<file path="src/fncp_pkg.sv">
package fncp_pkg;

    // Lane count used when the top level keeps its default
    localparam int NUM_LANES_DEF = 4;

    typedef logic [31:0] fp32_t;
    // NV, DZ, OF, UF, NX from bit 4 down to bit 0
    typedef logic [4:0] fp_flags_t;
    typedef logic [2:0] frm_t;
    // Compare flag on top of the 3-bit variant code
    typedef logic [3:0] op_mod_t;
    typedef logic [7:0] fncp_tag_t;

    typedef enum logic [2:0] {
        OP_SGNJ   = 3'd0,
        OP_CMP    = 3'd1,
        OP_CLASS  = 3'd2,
        OP_MV     = 3'd3,
        OP_MINMAX = 3'd4
    } fncp_op_e;

    typedef struct packed {
        logic is_normal;
        logic is_zero;
        logic is_subnormal;
        logic is_inf;
        logic is_nan;
        logic is_quiet;
        logic is_signaling;
    } fclass_t;

    // FCLASS result, one hot over ten categories
    localparam fp32_t NEG_INF     = 32'h0000_0001;
    localparam fp32_t NEG_NORM    = 32'h0000_0002;
    localparam fp32_t NEG_SUBNORM = 32'h0000_0004;
    localparam fp32_t NEG_ZERO    = 32'h0000_0008;
    localparam fp32_t POS_ZERO    = 32'h0000_0010;
    localparam fp32_t POS_SUBNORM = 32'h0000_0020;
    localparam fp32_t POS_NORM    = 32'h0000_0040;
    localparam fp32_t POS_INF     = 32'h0000_0080;
    localparam fp32_t SIG_NAN     = 32'h0000_0100;
    localparam fp32_t QUIET_NAN   = 32'h0000_0200;

    localparam fp32_t QNAN_CANON = 32'h7fc0_0000;

    // Mask is sized for the default lane count
    typedef struct packed {
        fncp_op_e                 op;
        frm_t                     frm;
        logic [NUM_LANES_DEF-1:0] mask;
    } fncp_req_t;

endpackage

</file>
<file path="src/fncp_cluster.sv">
`timescale 1ns/100ps

module fncp_cluster #(
    parameter int NUM_LANES = fncp_pkg::NUM_LANES_DEF,
    parameter int LATENCY   = 2
) (
    input  logic                              clk,
    input  logic                              rst,
    input  logic                              in_valid,
    output logic                              in_ready,
    input  fncp_pkg::fncp_req_t               in_req,
    input  fncp_pkg::fp32_t [NUM_LANES-1:0]   in_a,
    input  fncp_pkg::fp32_t [NUM_LANES-1:0]   in_b,
    input  fncp_pkg::fncp_tag_t               in_tag,
    output logic                              out_valid,
    input  logic                              out_ready,
    output fncp_pkg::fp32_t [NUM_LANES-1:0]   out_result,
    output fncp_pkg::fp_flags_t               out_fflags,
    output fncp_pkg::fncp_tag_t               out_tag
);

    logic                            enable;
    fncp_pkg::op_mod_t               op_mod;
    logic                            pipe_valid;
    logic [NUM_LANES-1:0]            pipe_mask;
    fncp_pkg::fncp_tag_t             pipe_tag;
    fncp_pkg::fp32_t [NUM_LANES-1:0] lane_result;
    logic [NUM_LANES-1:0]            lane_nv;

    assign in_ready = enable;

    fncp_dispatch #(
        .NUM_LANES (NUM_LANES),
        .LATENCY   (LATENCY)
    ) u_dispatch (
        .clk        (clk),
        .rst        (rst),
        .enable     (enable),
        .in_valid   (in_valid),
        .in_req     (in_req),
        .in_tag     (in_tag),
        .op_mod     (op_mod),
        .pipe_valid (pipe_valid),
        .pipe_mask  (pipe_mask),
        .pipe_tag   (pipe_tag)
    );

    // All lanes share one opcode and one enable
    for (genvar i = 0; i < NUM_LANES; i++) begin : g_lane
        fncp_lane #(
            .LATENCY (LATENCY)
        ) u_lane (
            .clk    (clk),
            .rst    (rst),
            .enable (enable),
            .op_mod (op_mod),
            .a      (in_a[i]),
            .b      (in_b[i]),
            .result (lane_result[i]),
            .nv     (lane_nv[i])
        );
    end

    fncp_collect #(
        .NUM_LANES (NUM_LANES)
    ) u_collect (
        .out_ready   (out_ready),
        .pipe_valid  (pipe_valid),
        .pipe_mask   (pipe_mask),
        .pipe_tag    (pipe_tag),
        .lane_result (lane_result),
        .lane_nv     (lane_nv),
        .enable      (enable),
        .out_valid   (out_valid),
        .out_result  (out_result),
        .out_fflags  (out_fflags),
        .out_tag     (out_tag)
    );

endmodule

</file>
<file path="src/fncp_collect.sv">
`timescale 1ns/100ps

module fncp_collect #(
    parameter int NUM_LANES = fncp_pkg::NUM_LANES_DEF
) (
    input  logic                              out_ready,
    input  logic                              pipe_valid,
    input  logic [NUM_LANES-1:0]              pipe_mask,
    input  fncp_pkg::fncp_tag_t               pipe_tag,
    input  fncp_pkg::fp32_t [NUM_LANES-1:0]   lane_result,
    input  logic [NUM_LANES-1:0]              lane_nv,
    output logic                              enable,
    output logic                              out_valid,
    output fncp_pkg::fp32_t [NUM_LANES-1:0]   out_result,
    output fncp_pkg::fp_flags_t               out_fflags,
    output fncp_pkg::fncp_tag_t               out_tag
);

    logic nv_any;

    // Last lane stage is the output holding register
    assign out_valid = pipe_valid;
    assign out_tag   = pipe_tag;

    // Move on when nothing is held or the held beat leaves this cycle
    assign enable = ~pipe_valid | out_ready;

    always_comb begin
        for (int i = 0; i < NUM_LANES; i++) begin
            out_result[i] = pipe_mask[i] ? lane_result[i] : '0;
        end
    end

    // Masked lanes never raise a flag
    assign nv_any = |(lane_nv & pipe_mask);

    // Only NV can occur here
    assign out_fflags = {nv_any, 4'b0000};

endmodule

</file>
<file path="src/fncp_dispatch.sv">
`timescale 1ns/100ps

module fncp_dispatch #(
    parameter int NUM_LANES = fncp_pkg::NUM_LANES_DEF,
    parameter int LATENCY   = 2
) (
    input  logic                  clk,
    input  logic                  rst,
    input  logic                  enable,
    input  logic                  in_valid,
    input  fncp_pkg::fncp_req_t   in_req,
    input  fncp_pkg::fncp_tag_t   in_tag,
    output fncp_pkg::op_mod_t     op_mod,
    output logic                  pipe_valid,
    output logic [NUM_LANES-1:0]  pipe_mask,
    output fncp_pkg::fncp_tag_t   pipe_tag
);

    typedef struct packed {
        logic [NUM_LANES-1:0] mask;
        fncp_pkg::fncp_tag_t  tag;
    } meta_t;

    logic [LATENCY-1:0] valid_q;
    meta_t              meta_q [LATENCY];

    // Map the opcode onto the lane's variant encoding
    always_comb begin
        case (in_req.op)
            fncp_pkg::OP_SGNJ:   op_mod = {1'b0, in_req.frm};
            fncp_pkg::OP_CMP:    op_mod = {1'b1, in_req.frm};
            fncp_pkg::OP_CLASS:  op_mod = 4'd3;
            fncp_pkg::OP_MV:     op_mod = {2'b01, 1'b0, in_req.frm[0]};
            fncp_pkg::OP_MINMAX: op_mod = {2'b01, 1'b1, in_req.frm[0]};
            default:             op_mod = {1'b0, in_req.frm};
        endcase
    end

    always_ff @(posedge clk) begin
        if (rst) begin
            valid_q <= '0;
        end else if (enable) begin
            valid_q[0] <= in_valid;
            for (int i = 1; i < LATENCY; i++) begin
                valid_q[i] <= valid_q[i-1];
            end
        end
    end

    // Mask and tag ride alongside, no reset needed
    always_ff @(posedge clk) begin
        if (enable) begin
            meta_q[0].mask <= in_req.mask[NUM_LANES-1:0];
            meta_q[0].tag  <= in_tag;
            for (int i = 1; i < LATENCY; i++) begin
                meta_q[i] <= meta_q[i-1];
            end
        end
    end

    assign pipe_valid = valid_q[LATENCY-1];
    assign pipe_mask  = meta_q[LATENCY-1].mask;
    assign pipe_tag   = meta_q[LATENCY-1].tag;

endmodule

</file>
<file path="src/fncp_lane.sv">
`timescale 1ns/100ps

module fncp_lane #(
    parameter int LATENCY = 2
) (
    input  logic              clk,
    input  logic              rst,
    input  logic              enable,
    input  fncp_pkg::op_mod_t op_mod,
    input  fncp_pkg::fp32_t   a,
    input  fncp_pkg::fp32_t   b,
    output fncp_pkg::fp32_t   result,
    output logic              nv
);

    typedef struct packed {
        fncp_pkg::op_mod_t op_mod;
        fncp_pkg::fp32_t   a;
        fncp_pkg::fp32_t   b;
        fncp_pkg::fclass_t a_class;
        fncp_pkg::fclass_t b_class;
        logic              a_smaller;
        logic              ab_equal;
    } stage0_t;

    fncp_pkg::fclass_t a_class;
    fncp_pkg::fclass_t b_class;
    stage0_t           s0_d;
    stage0_t           s0_q;
    fncp_pkg::fp32_t   class_mask;
    fncp_pkg::fp32_t   minmax_res;
    fncp_pkg::fp32_t   sgnj_res;
    logic              cmp_res;
    logic              cmp_nv;
    logic              any_nan;
    logic              any_snan;
    fncp_pkg::fp32_t   result_d;
    logic              nv_d;

    fp_classifier u_class_a (
        .exponent (a[30:23]),
        .mantissa (a[22:0]),
        .fclass   (a_class)
    );

    fp_classifier u_class_b (
        .exponent (b[30:23]),
        .mantissa (b[22:0]),
        .fclass   (b_class)
    );

    always_comb begin
        s0_d.op_mod    = op_mod;
        s0_d.a         = a;
        s0_d.b         = b;
        s0_d.a_class   = a_class;
        s0_d.b_class   = b_class;
        // Raw unsigned order flipped once either value is negative
        s0_d.a_smaller = (a < b) ^ (a[31] | b[31]);
        // +0 equals -0
        s0_d.ab_equal  = (a == b) || (a_class.is_zero && b_class.is_zero);
    end

    // Stage 0 register only exists for the two-cycle configuration
    if (LATENCY > 1) begin : g_stage0_reg
        always_ff @(posedge clk) begin
            if (enable) begin
                s0_q <= s0_d;
            end
        end
    end else begin : g_stage0_comb
        assign s0_q = s0_d;
    end

    assign any_nan  = s0_q.a_class.is_nan | s0_q.b_class.is_nan;
    assign any_snan = s0_q.a_class.is_signaling | s0_q.b_class.is_signaling;

    always_comb begin
        if (s0_q.a_class.is_normal) begin
            class_mask = s0_q.a[31] ? fncp_pkg::NEG_NORM : fncp_pkg::POS_NORM;
        end else if (s0_q.a_class.is_inf) begin
            class_mask = s0_q.a[31] ? fncp_pkg::NEG_INF : fncp_pkg::POS_INF;
        end else if (s0_q.a_class.is_zero) begin
            class_mask = s0_q.a[31] ? fncp_pkg::NEG_ZERO : fncp_pkg::POS_ZERO;
        end else if (s0_q.a_class.is_subnormal) begin
            class_mask = s0_q.a[31] ? fncp_pkg::NEG_SUBNORM : fncp_pkg::POS_SUBNORM;
        end else begin
            class_mask = s0_q.a_class.is_quiet ? fncp_pkg::QUIET_NAN : fncp_pkg::SIG_NAN;
        end
    end

    // Variant bit 0 picks max
    // A NaN operand loses to a number
    always_comb begin
        if (s0_q.a_class.is_nan && s0_q.b_class.is_nan) begin
            minmax_res = fncp_pkg::QNAN_CANON;
        end else if (s0_q.a_class.is_nan) begin
            minmax_res = s0_q.b;
        end else if (s0_q.b_class.is_nan) begin
            minmax_res = s0_q.a;
        end else begin
            minmax_res = (s0_q.op_mod[0] ^ s0_q.a_smaller) ? s0_q.a : s0_q.b;
        end
    end

    always_comb begin
        case (s0_q.op_mod[1:0])
            2'd0:    sgnj_res = {s0_q.b[31], s0_q.a[30:0]};
            2'd1:    sgnj_res = {~s0_q.b[31], s0_q.a[30:0]};
            default: sgnj_res = {s0_q.a[31] ^ s0_q.b[31], s0_q.a[30:0]};
        endcase
    end

    // LE and LT signal on any NaN and EQ on signaling NaN only
    always_comb begin
        cmp_res = 1'b0;
        cmp_nv  = 1'b0;
        case (s0_q.op_mod[1:0])
            2'd0: begin
                cmp_res = !any_nan && (s0_q.a_smaller || s0_q.ab_equal);
                cmp_nv  = any_nan;
            end
            2'd1: begin
                cmp_res = !any_nan && s0_q.a_smaller && !s0_q.ab_equal;
                cmp_nv  = any_nan;
            end
            2'd2: begin
                cmp_res = !any_nan && s0_q.ab_equal;
                cmp_nv  = any_snan;
            end
            default: begin
                cmp_res = 1'b0;
                cmp_nv  = 1'b0;
            end
        endcase
    end

    always_comb begin
        case (s0_q.op_mod[2:0])
            3'd0, 3'd1, 3'd2: begin
                result_d = s0_q.op_mod[3] ? {31'd0, cmp_res} : sgnj_res;
                nv_d     = s0_q.op_mod[3] & cmp_nv;
            end
            3'd3: begin
                result_d = class_mask;
                nv_d     = 1'b0;
            end
            3'd4, 3'd5: begin
                result_d = s0_q.a;
                nv_d     = 1'b0;
            end
            default: begin
                result_d = minmax_res;
                nv_d     = any_snan;
            end
        endcase
    end

    always_ff @(posedge clk) begin
        if (enable) begin
            result <= result_d;
        end
    end

    always_ff @(posedge clk) begin
        if (rst) begin
            nv <= 1'b0;
        end else if (enable) begin
            nv <= nv_d;
        end
    end

endmodule

</file>
<file path="src/fp_classifier.sv">
`timescale 1ns/100ps

module fp_classifier (
    input  logic [7:0]        exponent,
    input  logic [22:0]       mantissa,
    output fncp_pkg::fclass_t fclass
);

    logic exp_zero;
    logic exp_ones;
    logic man_zero;

    assign exp_zero = (exponent == 8'h00);
    assign exp_ones = (exponent == 8'hff);
    assign man_zero = (mantissa == 23'd0);

    always_comb begin
        fclass.is_normal    = !exp_zero && !exp_ones;
        fclass.is_zero      = exp_zero && man_zero;
        fclass.is_subnormal = exp_zero && !man_zero;
        fclass.is_inf       = exp_ones && man_zero;
        fclass.is_nan       = exp_ones && !man_zero;
        // Top mantissa bit tells quiet from signaling
        fclass.is_quiet     = exp_ones && !man_zero && mantissa[22];
        fclass.is_signaling = exp_ones && !man_zero && !mantissa[22];
    end

endmodule

</file>
<file path="config.mk">
export PLATFORM = sky130hd
export DESIGN_NAME = fncp_cluster
export DESIGN_NICKNAME = d
export VERILOG_FILES = /design/src/fncp_pkg.sv /design/src/fncp_cluster.sv /design/src/fncp_collect.sv /design/src/fncp_dispatch.sv /design/src/fncp_lane.sv /design/src/fp_classifier.sv
export SDC_FILE = /design/constraint.sdc
export NUM_CORES = 1
export LEC_CHECK = 0
export BUFFER_PORTS_ARGS = -buffer_cell sky130_fd_sc_hd__buf_2
export CAP_MARGIN = 20
export CORE_AREA = 2 2 242 244
export CTS_BUF_LIST = sky130_fd_sc_hd__clkbuf_4 sky130_fd_sc_hd__clkbuf_8
export DETAILED_ROUTE_END_ITERATION = 16
export DIE_AREA = 0 0 244 246
export GPL_TIMING_DRIVEN = 0
export HOLD_SLACK_MARGIN = 0.12
export PLACE_DENSITY = 0.69
export SLEW_MARGIN = 20
export SYNTH_ARGS = -nofsm -noshare
export SYNTH_HDL_FRONTEND = slang
export SYNTH_SLANG_ARGS = --single-unit
</file>
<file path="constraint.sdc">
create_clock -name clk -period 23.7 [get_ports clk]
set_input_delay 1.185 -clock clk [delete_from_list [all_inputs] [get_ports clk]]
set_output_delay 1.185 -clock clk [all_outputs]
set_load 0.05 [all_outputs]
</file>
Yosys cells after proc, flatten, opt, wreduce, memory -nomap -nowiden --
Memories as Yosys holds them, arrays and structs flattened. Index checks and enable logic that the tools add are counted. W data, S select, Z words.
Word-level totals: input bits 278, output and inout port bits 143, logic and storage cells 335, memories kept 1, register bits after elaboration 438, memory bits (writable) 24
Operators by class: reductions and logical operators 127, eq/ne operators 23, muxes and demuxes 83, bitwise operators 35, $lt $le $gt $ge 4
Memories:
- u_dispatch.meta_q | words 2, width 12, rd ports 2, clocked after Yosys merged registers in 0, write ports 2, line fncp_dispatch.sv:25 | meta_t meta_q [LATENCY];
Operator list (count):
- $mux W32 | 40
- $pmux W32 S3 | 4
- $pmux W32 S2 | 4
- $logic_not A23 Y1 | 8
- $eq A32 B32 Y1 | 4
- $lt A32 B32 Y1 | 4
- $eq A8 B8 Y1 const B | 8
- $logic_and A1 B1 Y1 | 64
- $logic_not A8 Y1 | 8
- $mux W10 | 4
- $logic_not A1 Y1 | 32
- $mux W8 | 4
- $mux W7 | 4
- $mux W6 | 4
- $mux W5 | 4
- $pmux W1 S2 | 8
- $pmux W4 S4 | 1
- $or A1 B1 Y1 | 13
- $eq A3 B2 Y1 const B | 4
- $pmux W1 S3 | 4
- $xor A1 B1 Y1 | 12
- $eq A3 B3 Y1 const B | 3
- $logic_or A1 B1 Y1 | 8
- $eq A3 B1 Y1 const B | 2
- 11 further kinds | 21

Longest topological paths before layout --
Gate-level depths: netlist of the first run.
depth in word-level cells 7, gate-level depth with buffers 8, gate-level depth less buffers 7

Hierarchy --
A second synthesis of the first run with hierarchy kept.
Second synthesis, totals: cell total of the unflattened synthesis 1714, area, all modules 22881.9 µm²
Modules (own cells, without submodules):
- fncp_lane at g_lane[0].u_lane ... | seq. area each 3353.2 µm², area each 4887.2 µm², times used 3, cells each 328
- fncp_lane at g_lane[3].u_lane | seq. area each 3353.2 µm², area each 4895.9 µm², times used 1, cells each 328
- fp_classifier | seq. area each 0.0 µm², area each 158.9 µm², times used 8, cells each 24
- fncp_collect | seq. area each 0.0 µm², area each 1104.8 µm², times used 1, cells each 159
- fncp_dispatch | seq. area each 760.7 µm², area each 948.4 µm², times used 1, cells each 51

Least setup slack after synthesis of the first run --
Ideal clock, no wire load.
kind in2reg, start input port out_ready, end register g_lane[0].u_lane.result[0], enable pin, required time 19901 ps, path buffers 0, stages 2, library setup time 3799 ps, slack 9920 ps, arrival 9980 ps, cells stage by stage nor2b_1 clkinv_1
On the way: word-level cells in the longest chain between the ends 1
RTL lines:
- from (decl) | line fncp_cluster.sv:16 | input logic out_ready,
- $or A1 B1 Y1 | line fncp_collect.sv:26 | assign enable = ~pipe_valid | out_ready;
- named net in_ready | line fncp_cluster.sv:10 | output logic in_ready,
- to (signal assigned) | line fncp_lane.sv:161 | result <= result_d;
- to (decl) | line fncp_lane.sv:12 | output fncp_pkg::fp32_t result,
The timed path passes the listed nets, and every way through them passes these cells. A chain may end at the register's enable or synchronous reset.

Worst setup path in the final report of the first run --
start input port out_ready, end output port in_ready
On the way: word-level cells in the longest chain between the ends 1
RTL lines (line):
- $or A1 B1 Y1 | fncp_collect.sv:26
- to (decl) | fncp_cluster.sv:10
No other way between the ends.

==> out/results.tsv, run 1 <==
metric	value	unit
post_cts_resized	0	
r2r-end	g_lane[2].u_lane.result[26]	
cts.reportedPaths.clkPinSlew	60	ps
power_frac_comb	0.177	
drt_wl_total	62800	um
worst_pin_slew	1020	ps
reg2regPathDepth	7	
powerDensity	80.7	nW/um^2
first_global_vias	15900	
synth.avg_cell_area	12.9	um^2
cp_data_arrival_time	3120	ps
tritoncts	done	
initial_core_util	0.378	
drive_gt1_frac	0.267	
drtIter0Drc	1138	
grt_use_met2	0.337	
cp.required	22510	ps
post_cts_buffers	0	
worstSetupEndpoint	in_ready	
async_flop_share	0	
wl_per_cell	20.9	um
p_leak	11.4	nW
switching_share	0.288	
fin_nets	2593	
netlist_area	21700	um^2
tns	0	ps
ys_warn_count	0	
run_status	complete, no violations	
grt_pass1_wl	92900	um
clock_sinks	462	
num_io_pins	421	
cp-startpoint	out_ready	
place.detailed.hpwl	46300	um
finalHoldViolCount	0	
path_max_fanout	86	
r2r_slack	20600	ps
pwr-share-seq	0.476	
numCtsBuffers	81	
syn_inst	1676	
cts.path.max_buffers	3	
synth_edf_count	456	
grtUsageMet3	0.0349	
grt_antenna_before_repair	5	
grt.busiest_layer	met2	
intPower	1.52	mW
fin_crit	4300	ps
end_kind	primary output	
p_switching	0.616	mW
clkLatencyLatePin	650	ps
cts_hold_buffers	0	
num_rows	88	
fillers	5173	
final_common_cell	edfxtp_1	
hold_path_class	flop to flop	
reg2reg_from	g_lane[1].u_lane.s0_q[82]	
die_area	60000	um^2
first_pass_iters	5	
setup_viol	0	
gr-total-overflow	0	
via_per_inst	5.25	
drc	0	
fin_util	0.462	
die_h	246	um
max-cap-violations	0	
syn2layout_area_growth	22.2	%
setup_slack	19400	ps
die_x	244	um
grt_max_degree	88	
final_cell_mix	456 x edfxtp_1, 437 x buf_2, 149 x inv_1	
whs	419	ps
max-vdd-ir-drop	0.0495	mV
yosysSeqAreaShare	0.637	
ys_types	62	
skew	28.1	ps
cp-start-kind	input pin	
place_congestion	0.930	
htree_levels	3	
critPathKind	input pin to primary output	
drv_slew	0	
io_buffers	416	
place_worst_setup_slack	19390	ps
holdPathStages	0	
rsz0062_at_grt	no	
clkPwrFrac	0.348	
postRouteAntennaNets	0	
relSlewSlack	0.319	
ys_seq_elements	462	
grt_usage	0.204	
core	57400	um^2
use_met1	0.270	
root_buffer	clkbuf_8	
post-route-period-util	0.181	
vias	15800	
clock.fmax	233	MHz
synth_ff_type	edfxtp_1	
-- critical path: stages --
cell and delay, ps:
buf_2 90, nor2b_1 310, clkinv_4 630, buf_16 490, buf_2 310
-- metrics by stage --
step	std cells	total power, mW	area, um^2
detailed placement	2865	1.41	24900
CTS	3005	2.16	26500
finish	3010	2.14	26500
floorplan	1679	1.28	21700
global placement	2860	1.41	24700
global route	3009	2.23	26500
-- power groups by stage --
stage	sequential, mW	clock, mW	combinational [mW]
5_1_grt	1.02	0.802	0.406
4_1_cts	1.02	0.767	0.380
3_3_place_gp	1.05	0	0.368
2_1_floorplan	1.03	0	0.248
3_5_place_dp	1.03	0	0.378
6_report	1.02	0.743	0.377
-- per-layer routing --
layer,part of all wire,up-vias
met2,0.48,601
met3,0.062,103
met1,0.43,7681
li1,-,7405
met4,0.025,0
met5,0,-
-- cell families after synthesis --
group	count (synthesis)	synth area share
AOI/OAI and AO/OA	284	0.0958
xor gates and xnor gates	5	0.00237
adders and majority gates	132	0.0762
buffers and inverters	212	0.0416
DFF	462	0.637
muxes	5	0.00231
other	1	0.000173
and+or+nand+nor	575	0.144
-- worst min path at each step --
stage,from,end,slack [ps]
floorplan,u_dispatch.meta_q[0][0],u_dispatch.meta_q[0][12],400
global placement,u_dispatch.meta_q[0][3],u_dispatch.meta_q[0][15],400
detailed placement,u_dispatch.meta_q[0][3],u_dispatch.meta_q[0][15],410
CTS,u_dispatch.meta_q[0][3],u_dispatch.meta_q[0][15],420
global route,u_dispatch.meta_q[0][3],u_dispatch.meta_q[0][15],430
finish,u_dispatch.meta_q[0][3],u_dispatch.meta_q[0][15],420
-- synthesized netlist by cell type (all sizes together) (5+ instances only) --
| master | n | area share |
|---|---|---|
| and3 | 6 | 0.0017 |
| nand3 | 28 | 0.0065 |
| mux2i | 5 | 0.0023 |
| nand4 | 42 | 0.012 |
| nor2 | 93 | 0.016 |
| clkbuf | 23 | 0.0040 |
| nand2b | 7 | 0.0021 |
| buf | 39 | 0.012 |
| nor3 | 47 | 0.011 |
| a21oi | 61 | 0.014 |
| nand2 | 92 | 0.016 |
| nor3b | 9 | 0.0033 |
| or4 | 8 | 0.0028 |
| nor2b | 11 | 0.0036 |
| o21bai | 5 | 0.0028 |
| o211ai | 8 | 0.0028 |
| and2 | 142 | 0.041 |
| a221o | 42 | 0.019 |
| a22o | 52 | 0.021 |
| ha | 132 | 0.076 |
| and4 | 6 | 0.0024 |
| nor4 | 68 | 0.020 |
| dfxtp | 6 | 0.0055 |
| nand3b | 5 | 0.0017 |
| o22ai | 23 | 0.0066 |
| a211oi | 16 | 0.0055 |
| inv | 149 | 0.026 |
| o21ai | 44 | 0.011 |
| a22oi | 5 | 0.0017 |
| edfxtp | 456 | 0.63 |
-- sequential cells by signal, indices dropped and copies added, names as in the netlist --
signal / flops
u_dispatch.valid_q: 2
u_dispatch.meta_q: 24
g_lane.u_lane.nv: 4
g_lane.u_lane.result: 128
g_lane.u_lane.s0_q: 304
-- final cells by class --
cell class              count  area (um^2)  share of cell area
inverters                 150          568              0.0214
diodes                      5         12.5            0.000472
flip-flops and latches    462        13800               0.521
well taps                 765          957              0.0361
multi-input cells        1005         6970               0.263
clock inverters            38          315              0.0119
plain buffers              62          338              0.0128
repair buffers            421         2220              0.0838
clock buffers             102         1290              0.0487
(Power assumes the default switching activity.)
==> run 2, diff against run 1 <==
==> constraint.sdc (replaced) <==
create_clock -name clk -period 4.41 [get_ports clk]
set_input_delay 0.2205 -clock clk [delete_from_list [all_inputs] [get_ports clk]]
set_output_delay 0.2205 -clock clk [all_outputs]
set_load 0.05 [all_outputs]
==> run 2 against run 1 <==
  * Sequential power rose to 5.4 times the previous value
  * Register-to-register slack worse by 19000 ps
  * Critical path depth shrank 1
  * Clock power grew to 5.6 times the previous value
  * Combinational power increased to 5.9 times the previous value
  * First-iteration DRC count increased by 13%
  * Total power grew to 5.6 times the previous value
  * Critical endpoint unchanged
==> out/results.tsv, run 2 (synthesized netlist as in run 1, its figures left out) <==
metric	value	unit
syn2layout_area_growth	35.4	%
final_cell_area	29300	um^2
critPathKind	flop to primary output	
fillers	4797	
die_area	60000	um^2
post-route-period-util	0.767	
clkLatencyLatePin	670	ps
cts.reportedPaths.clkPinSlew	50	ps
intPower	8.46	mW
reg2regPathDepth	7	
fin_crit	3380	ps
vias	17300	
wl_per_cell	20.4	um
worst_pin_slew	1220	ps
first_pass_iters	6	
max-cap-violations	0	
grt_use_met2	0.374	
cp.required	4190	ps
place.detailed.hpwl	45500	um
rsz0062_at_grt	no	
grt_antenna_before_repair	3	
root_buffer	clkbuf_8	
drc	0	
die_h	246	um
grtUsageMet3	0.0418	
place_congestion	0.914	
clock_sinks	462	
r2r_slack	1470	ps
drt_wl_total	67200	um
drv_slew	0	
r2r-end	g_lane[2].u_lane.result[23]	
initial_core_util	0.378	
clkPwrFrac	0.352	
clock.fmax	296	MHz
first_global_vias	17900	
cp-start-kind	flop	
p_leak	12.6	nW
drtIter0Drc	1288	
via_per_inst	5.24	
top_regs	g_lane.u_lane.s0_q x304, g_lane.u_lane.result x128, u_dispatch.meta_q x24	
setup_viol	0	
drive_gt1_frac	0.239	
io_buffers	416	
fin_nets	2875	
min_from	in_req[0]	
regMostFlops	g_lane.u_lane.s0_q	
gr-total-overflow	0	
end_kind	primary output	
die_x	244	um
cts.path.max_buffers	3	
final_common_cell	edfxtp_1	
switching_share	0.288	
min_to	u_dispatch.meta_q[0][8]	
holdPathStages	2	
skew	23.0	ps
max-vdd-ir-drop	0.301	mV
power_frac_comb	0.189	
cp_data_arrival_time	3160	ps
p_switching	3.43	mW
hold_path_class	input pin to flop	
post_cts_resized	0	
path_max_fanout	180	
pwr-share-seq	0.460	
final_cell_mix	456 x edfxtp_1, 437 x buf_2, 282 x dlygate4sd3_1	
htree_levels	3	
num_rows	88	
num_io_pins	421	
core	57400	um^2
finalHoldViolCount	0	
numCtsBuffers	84	
powerDensity	405	nW/um^2
use_met1	0.279	
place_area	24800	um^2
grt.busiest_layer	met2	
reg2reg_from	g_lane[1].u_lane.s0_q[82]	
tritoncts	done	
largest_reg_flops	304	
grt_usage	0.220	
relSlewSlack	0.186	
grt_pass1_wl	101000	um
postRouteAntennaNets	0	
run_status	complete, no violations	
grt_max_degree	181	
whs	263	ps
==> run 2: cell types whose count changed in the layout (fill, tap and decap cells not counted), moves of 3 or more <==
cell           delta
clkbuf_4          +8
dlygate4sd3_1   +282
clkbuf_8          +3
buf_16            -3
==> run 2: power groups by stage <==
stage / clock [mW] / sequential, mW / combinational [mW]
6_report: 4.18 / 5.46 / 2.24
5_1_grt: 4.45 / 5.50 / 2.40
4_1_cts: 4.27 / 5.47 / 2.23
3_5_place_dp: 0 / 5.55 / 2.02
3_3_place_gp: 0 / 5.56 / 1.98
2_1_floorplan: 0 / 5.50 / 1.33
==> run 2: worst max-delay path: stages (launching register included) <==
cell       delay [ps]
dfxtp_1           320
nor2b_1           710
clkinv_16         480
buf_16            460
buf_2             370
==> run 2: area by class of cell <==
cell class / count / area [um^2] / share of cell area
diodes: 7 / 17.5 / 0.000597
plain buffers: 62 / 338 / 0.0115
clock buffers: 113 / 1390 / 0.0475
clock inverters: 35 / 299 / 0.0102
inverters: 150 / 589 / 0.0201
multi-input cells: 1005 / 6970 / 0.238
flip-flops and latches: 462 / 13800 / 0.471
well taps: 765 / 957 / 0.0326
repair buffers: 700 / 4960 / 0.169
==> run 2: worst max-delay path by stage <==
stage | from | slack, ps | cells past startpoint | end
global placement | u_dispatch.valid_q[1] | -780 | 5 | g_lane[3].u_lane.nv
CTS | u_dispatch.valid_q[1] | 930 | 4 | in_ready
global route | u_dispatch.valid_q[1] | 780 | 4 | in_ready
floorplan | u_dispatch.valid_q[1] | 120 | 2 | g_lane[0].u_lane.result[0]
finish | u_dispatch.valid_q[1] | 1030 | 4 | in_ready
detailed placement | g_lane[1].u_lane.s0_q[82] | 1350 | 7 | g_lane[2].u_lane.result[23]
==> run 2: metrics by stage <==
step / utilization / TNS (ps) / instances / worst slack [ps] / power, mW
finish: 0.511 / 0 / 3299 / 1030 / 11.9
global route: 0.511 / 0 / 3295 / 778 / 12.4
CTS: 0.511 / 0 / 3292 / 927 / 12.0
detailed placement: 0.432 / 0 / 2862 / 1350 / 7.57
global placement: 0.431 / -255220 / 2860 / -783 / 7.54
floorplan: - / 0 / 1679 / 116 / 6.83
==> run 2: timing repair <==
| item | 4_1_cts | 5_1_grt |
|---|---|---|
| hold buffers | 282 | 0 |
| hold endpoints to repair | 317 | 0 |
| setup buffers | 0 | 0 |
==> run 2: layer usage <==
| layer | routed length (um) | vias to the layer above |
|---|---|---|
| li1 | - | 7970 |
| met1 | 27900 | 8377 |
| met2 | 33000 | 778 |
| met3 | 4210 | 176 |
| met4 | 2150 | 0 |
| met5 | 0 | - |
==> run 3, diff against run 2 <==
--- a/config.mk
+++ b/config.mk
@@ -5,15 +5,16 @@
 export SDC_FILE = /design/constraint.sdc
 export NUM_CORES = 1
 export LEC_CHECK = 0
+export ABC_AREA = 1
 export BUFFER_PORTS_ARGS = -buffer_cell sky130_fd_sc_hd__buf_2
 export CAP_MARGIN = 20
-export CORE_AREA = 2 2 242 244
+export CORE_AREA = 2 2 251 253
 export CTS_BUF_LIST = sky130_fd_sc_hd__clkbuf_4 sky130_fd_sc_hd__clkbuf_8
 export DETAILED_ROUTE_END_ITERATION = 16
-export DIE_AREA = 0 0 244 246
+export DIE_AREA = 0 0 253 255
 export GPL_TIMING_DRIVEN = 0
 export HOLD_SLACK_MARGIN = 0.12
-export PLACE_DENSITY = 0.69
+export PLACE_DENSITY = 0.71
 export SLEW_MARGIN = 20
 export SYNTH_ARGS = -nofsm -noshare
 export SYNTH_HDL_FRONTEND = slang
==> constraint.sdc (replaced) <==
create_clock -name clk -period 2.93 [get_ports clk]
set_input_delay 0.1465 -clock clk [delete_from_list [all_inputs] [get_ports clk]]
set_output_delay 0.1465 -clock clk [all_outputs]
set_load 0.05 [all_outputs]
==> run 3 against run 2 <==
  * Via count grew 15%
  * Clock skew rose by 18 ps
  * Global-route usage increased by 0.73 points
  * Largest power group unchanged
  * Die area up 7.5%
  * Core utilization fell by 1.3 points
  * Synthesized area increased by 7.6%
  * Final cell count up 22%
  * First-iteration DRC count up 18%
  * Sequential power is 52% higher
  * Sequential share of layout area decreased by 2.5 points
  * Worst setup slack got worse by 900 ps
==> out/results.tsv, run 3 <==
metric	value	unit
cp-start-kind	flop	
ys_seq_elements	462	
post-route-period-util	0.958	
layout.cells.non_filler	4012	
rsz0062_at_grt	no	
regMostFlops	g_lane.u_lane.s0_q	
final_common_cell	nand2_1	
setup_viol	0	
grt_usage	0.228	
grt_max_degree	170	
pwr-share-seq	0.450	
ys_warn_count	0	
root_buffer	clkbuf_8	
use_met1	0.283	
wl_per_cell	18.8	um
skew	40.6	ps
syn_inst	2362	
drt_wl_total	75500	um
drtIter0Drc	1521	
powerDensity	595	nW/um^2
fin_nets	3562	
power_frac_comb	0.215	
final_cell_mix	503 x nand2_1, 456 x edfxtp_1, 440 x buf_2	
num_rows	92	
via_per_inst	4.95	
tritoncts	done	
netlist.area_leader.share	0.587	
die_x	253	um
final_cell_area	31000	um^2
drive_gt1_frac	0.197	
async_flop_share	0	
numCtsBuffers	82	
yosysSeqAreaShare	0.592	
max-cap-violations	0	
ys_types	38	
grt_use_met2	0.386	
synth_ff_type	edfxtp_1	
postRouteAntennaNets	0	
relSlewSlack	0.250	
r2r_slack	340	ps
hold_path_class	input pin to flop	
netlist_top_cells_area	edfxtp_1 59%, nand2_1 8.1%, ha_1 7.1%	
grt_antenna_before_repair	7	
end_kind	primary output	
switching_share	0.309	
place_congestion	0.912	
drv_slew	0	
p_switching	5.71	mW
drc	0	
first_pass_iters	5	
synth_edf_count	456	
clkLatencyLatePin	670	ps
min_from	in_req[2]	
intPower	12.7	mW
holdPathStages	2	
cts.path.max_buffers	3	
max-vdd-ir-drop	0.415	mV
top_regs	g_lane.u_lane.s0_q x304, g_lane.u_lane.result x128, u_dispatch.meta_q x24	
initial_core_util	0.375	
r2r-end	g_lane[3].u_lane.result[22]	
reg2regPathDepth	5	
path_max_fanout	169	
vias	19900	
num_io_pins	421	
netlist_area	23300	um^2
run_status	complete, no violations	
io_buffers	416	
synthTopCellsByCount	503 x nand2_1, 456 x edfxtp_1, 405 x inv_1	
reg2reg_from	g_lane[1].u_lane.s0_q[82]	
largest_reg_flops	304	
grt_pass1_wl	111000	um
gr-total-overflow	0	
clock_sinks	462	
fin_util	0.499	
die_h	255	um
finalHoldViolCount	0	
yosysTopAreaCell	edfxtp_1	
clkPwrFrac	0.335	
synth.avg_cell_area	9.87	um^2
critPathKind	flop to primary output	
cp.required	2780	ps
grtUsageMet3	0.0416	
min_to	u_dispatch.meta_q[0][10]	
p_leak	14.8	nW
whs	205	ps
synth_most_common_cell	nand2_1	
syn2layout_area_growth	32.9	%
place.detailed.hpwl	51500	um
cp_data_arrival_time	2660	ps
place_inst	3582	
clock.fmax	356	MHz
core	62200	um^2
grt.busiest_layer	met2	
cts.reportedPaths.clkPinSlew	60	ps
htree_levels	3	
die_area	64500	um^2
place_area	26500	um^2
fin_crit	2810	ps
first_global_vias	19800	
worst_pin_slew	1120	ps
==> run 3: kinds of logic after synthesis <==
logic type | after synthesis | synth area share
compound gates | 366 | 0.0888
fa+ha+maj | 132 | 0.0708
buf+inv | 490 | 0.0845
flops | 462 | 0.592
other cells | 1 | 0.000161
simple gates | 911 | 0.163
==> run 3: area by class of cell <==
cell class	count	area, um^2
timing repair inverter	1	16.3
sequential	462	13800
timing repair buffer	702	4980
antenna	3	7.51
buffer	82	439
inverter	408	1560
tap	799	1000
fill	5479	31200
multi-input combinational	1413	7550
clock inverter	40	333
clock buffer	102	1300
==> run 3: worst max-delay path: stages (launching register included) <==
cell	delay, ps
dfxtp_1	340
inv_1	80
nor2_4	270
clkinv_16	240
buf_16	360
buf_2	420
==> run 3: metal layers <==
metal / vias up / part of all wire
met5: - / 0.00049
met4: 6 / 0.041
met3: 209 / 0.066
met2: 845 / 0.49
met1: 9268 / 0.41
li1: 9540 / -
==> run 3: worst max-delay path by stage <==
stage / start / end / slack (ps)
after global routing: u_dispatch.valid_q[1] / in_ready / 140
after floorplan: u_dispatch.valid_q[1] / g_lane[0].u_lane.nv / 20
after global placement: u_dispatch.valid_q[1] / g_lane[2].u_lane.nv / -150
final: u_dispatch.valid_q[1] / in_ready / 120
after detailed placement: u_dispatch.valid_q[1] / g_lane[2].u_lane.nv / 260
after CTS: u_dispatch.valid_q[1] / in_ready / 80
==> run 3: repair_timing <==
| item | in CTS | in global routing |
|---|---|---|
| pin swaps | 0 | 1 |
| hold endpoints to repair | 386 | 0 |
| hold buffers | 283 | 0 |
| cloned | 1 | 0 |
| setup endpoints to repair | 1 | 1 |
| gates resized for setup | 2 | 0 |
| buffers inserted | 0 | 1 |
==> run 3: power by group through the flow <==
| stage | Combinational, mW | Clock [mW] | Sequential, mW |
|---|---|---|---|
| 2_1_floorplan | 2.37 | 0 | 8.34 |
| 3_3_place_gp | 3.56 | 0 | 8.41 |
| 3_5_place_dp | 3.62 | 0 | 8.42 |
| 4_1_cts | 3.94 | 6.28 | 8.29 |
| 5_1_grt | 4.32 | 6.57 | 8.35 |
| 6_report | 3.97 | 6.18 | 8.30 |
==> run 3: per-stage QoR <==
stage	TNS (ps)	total power [mW]	setup WS (ps)
2_1_floorplan	0	10.7	16.0
3_3_place_gp	-5420	12.0	-154
3_5_place_dp	0	12.0	257
4_1_cts	0	18.5	83.7
5_1_grt	0	19.3	139
6_report	0	18.4	124
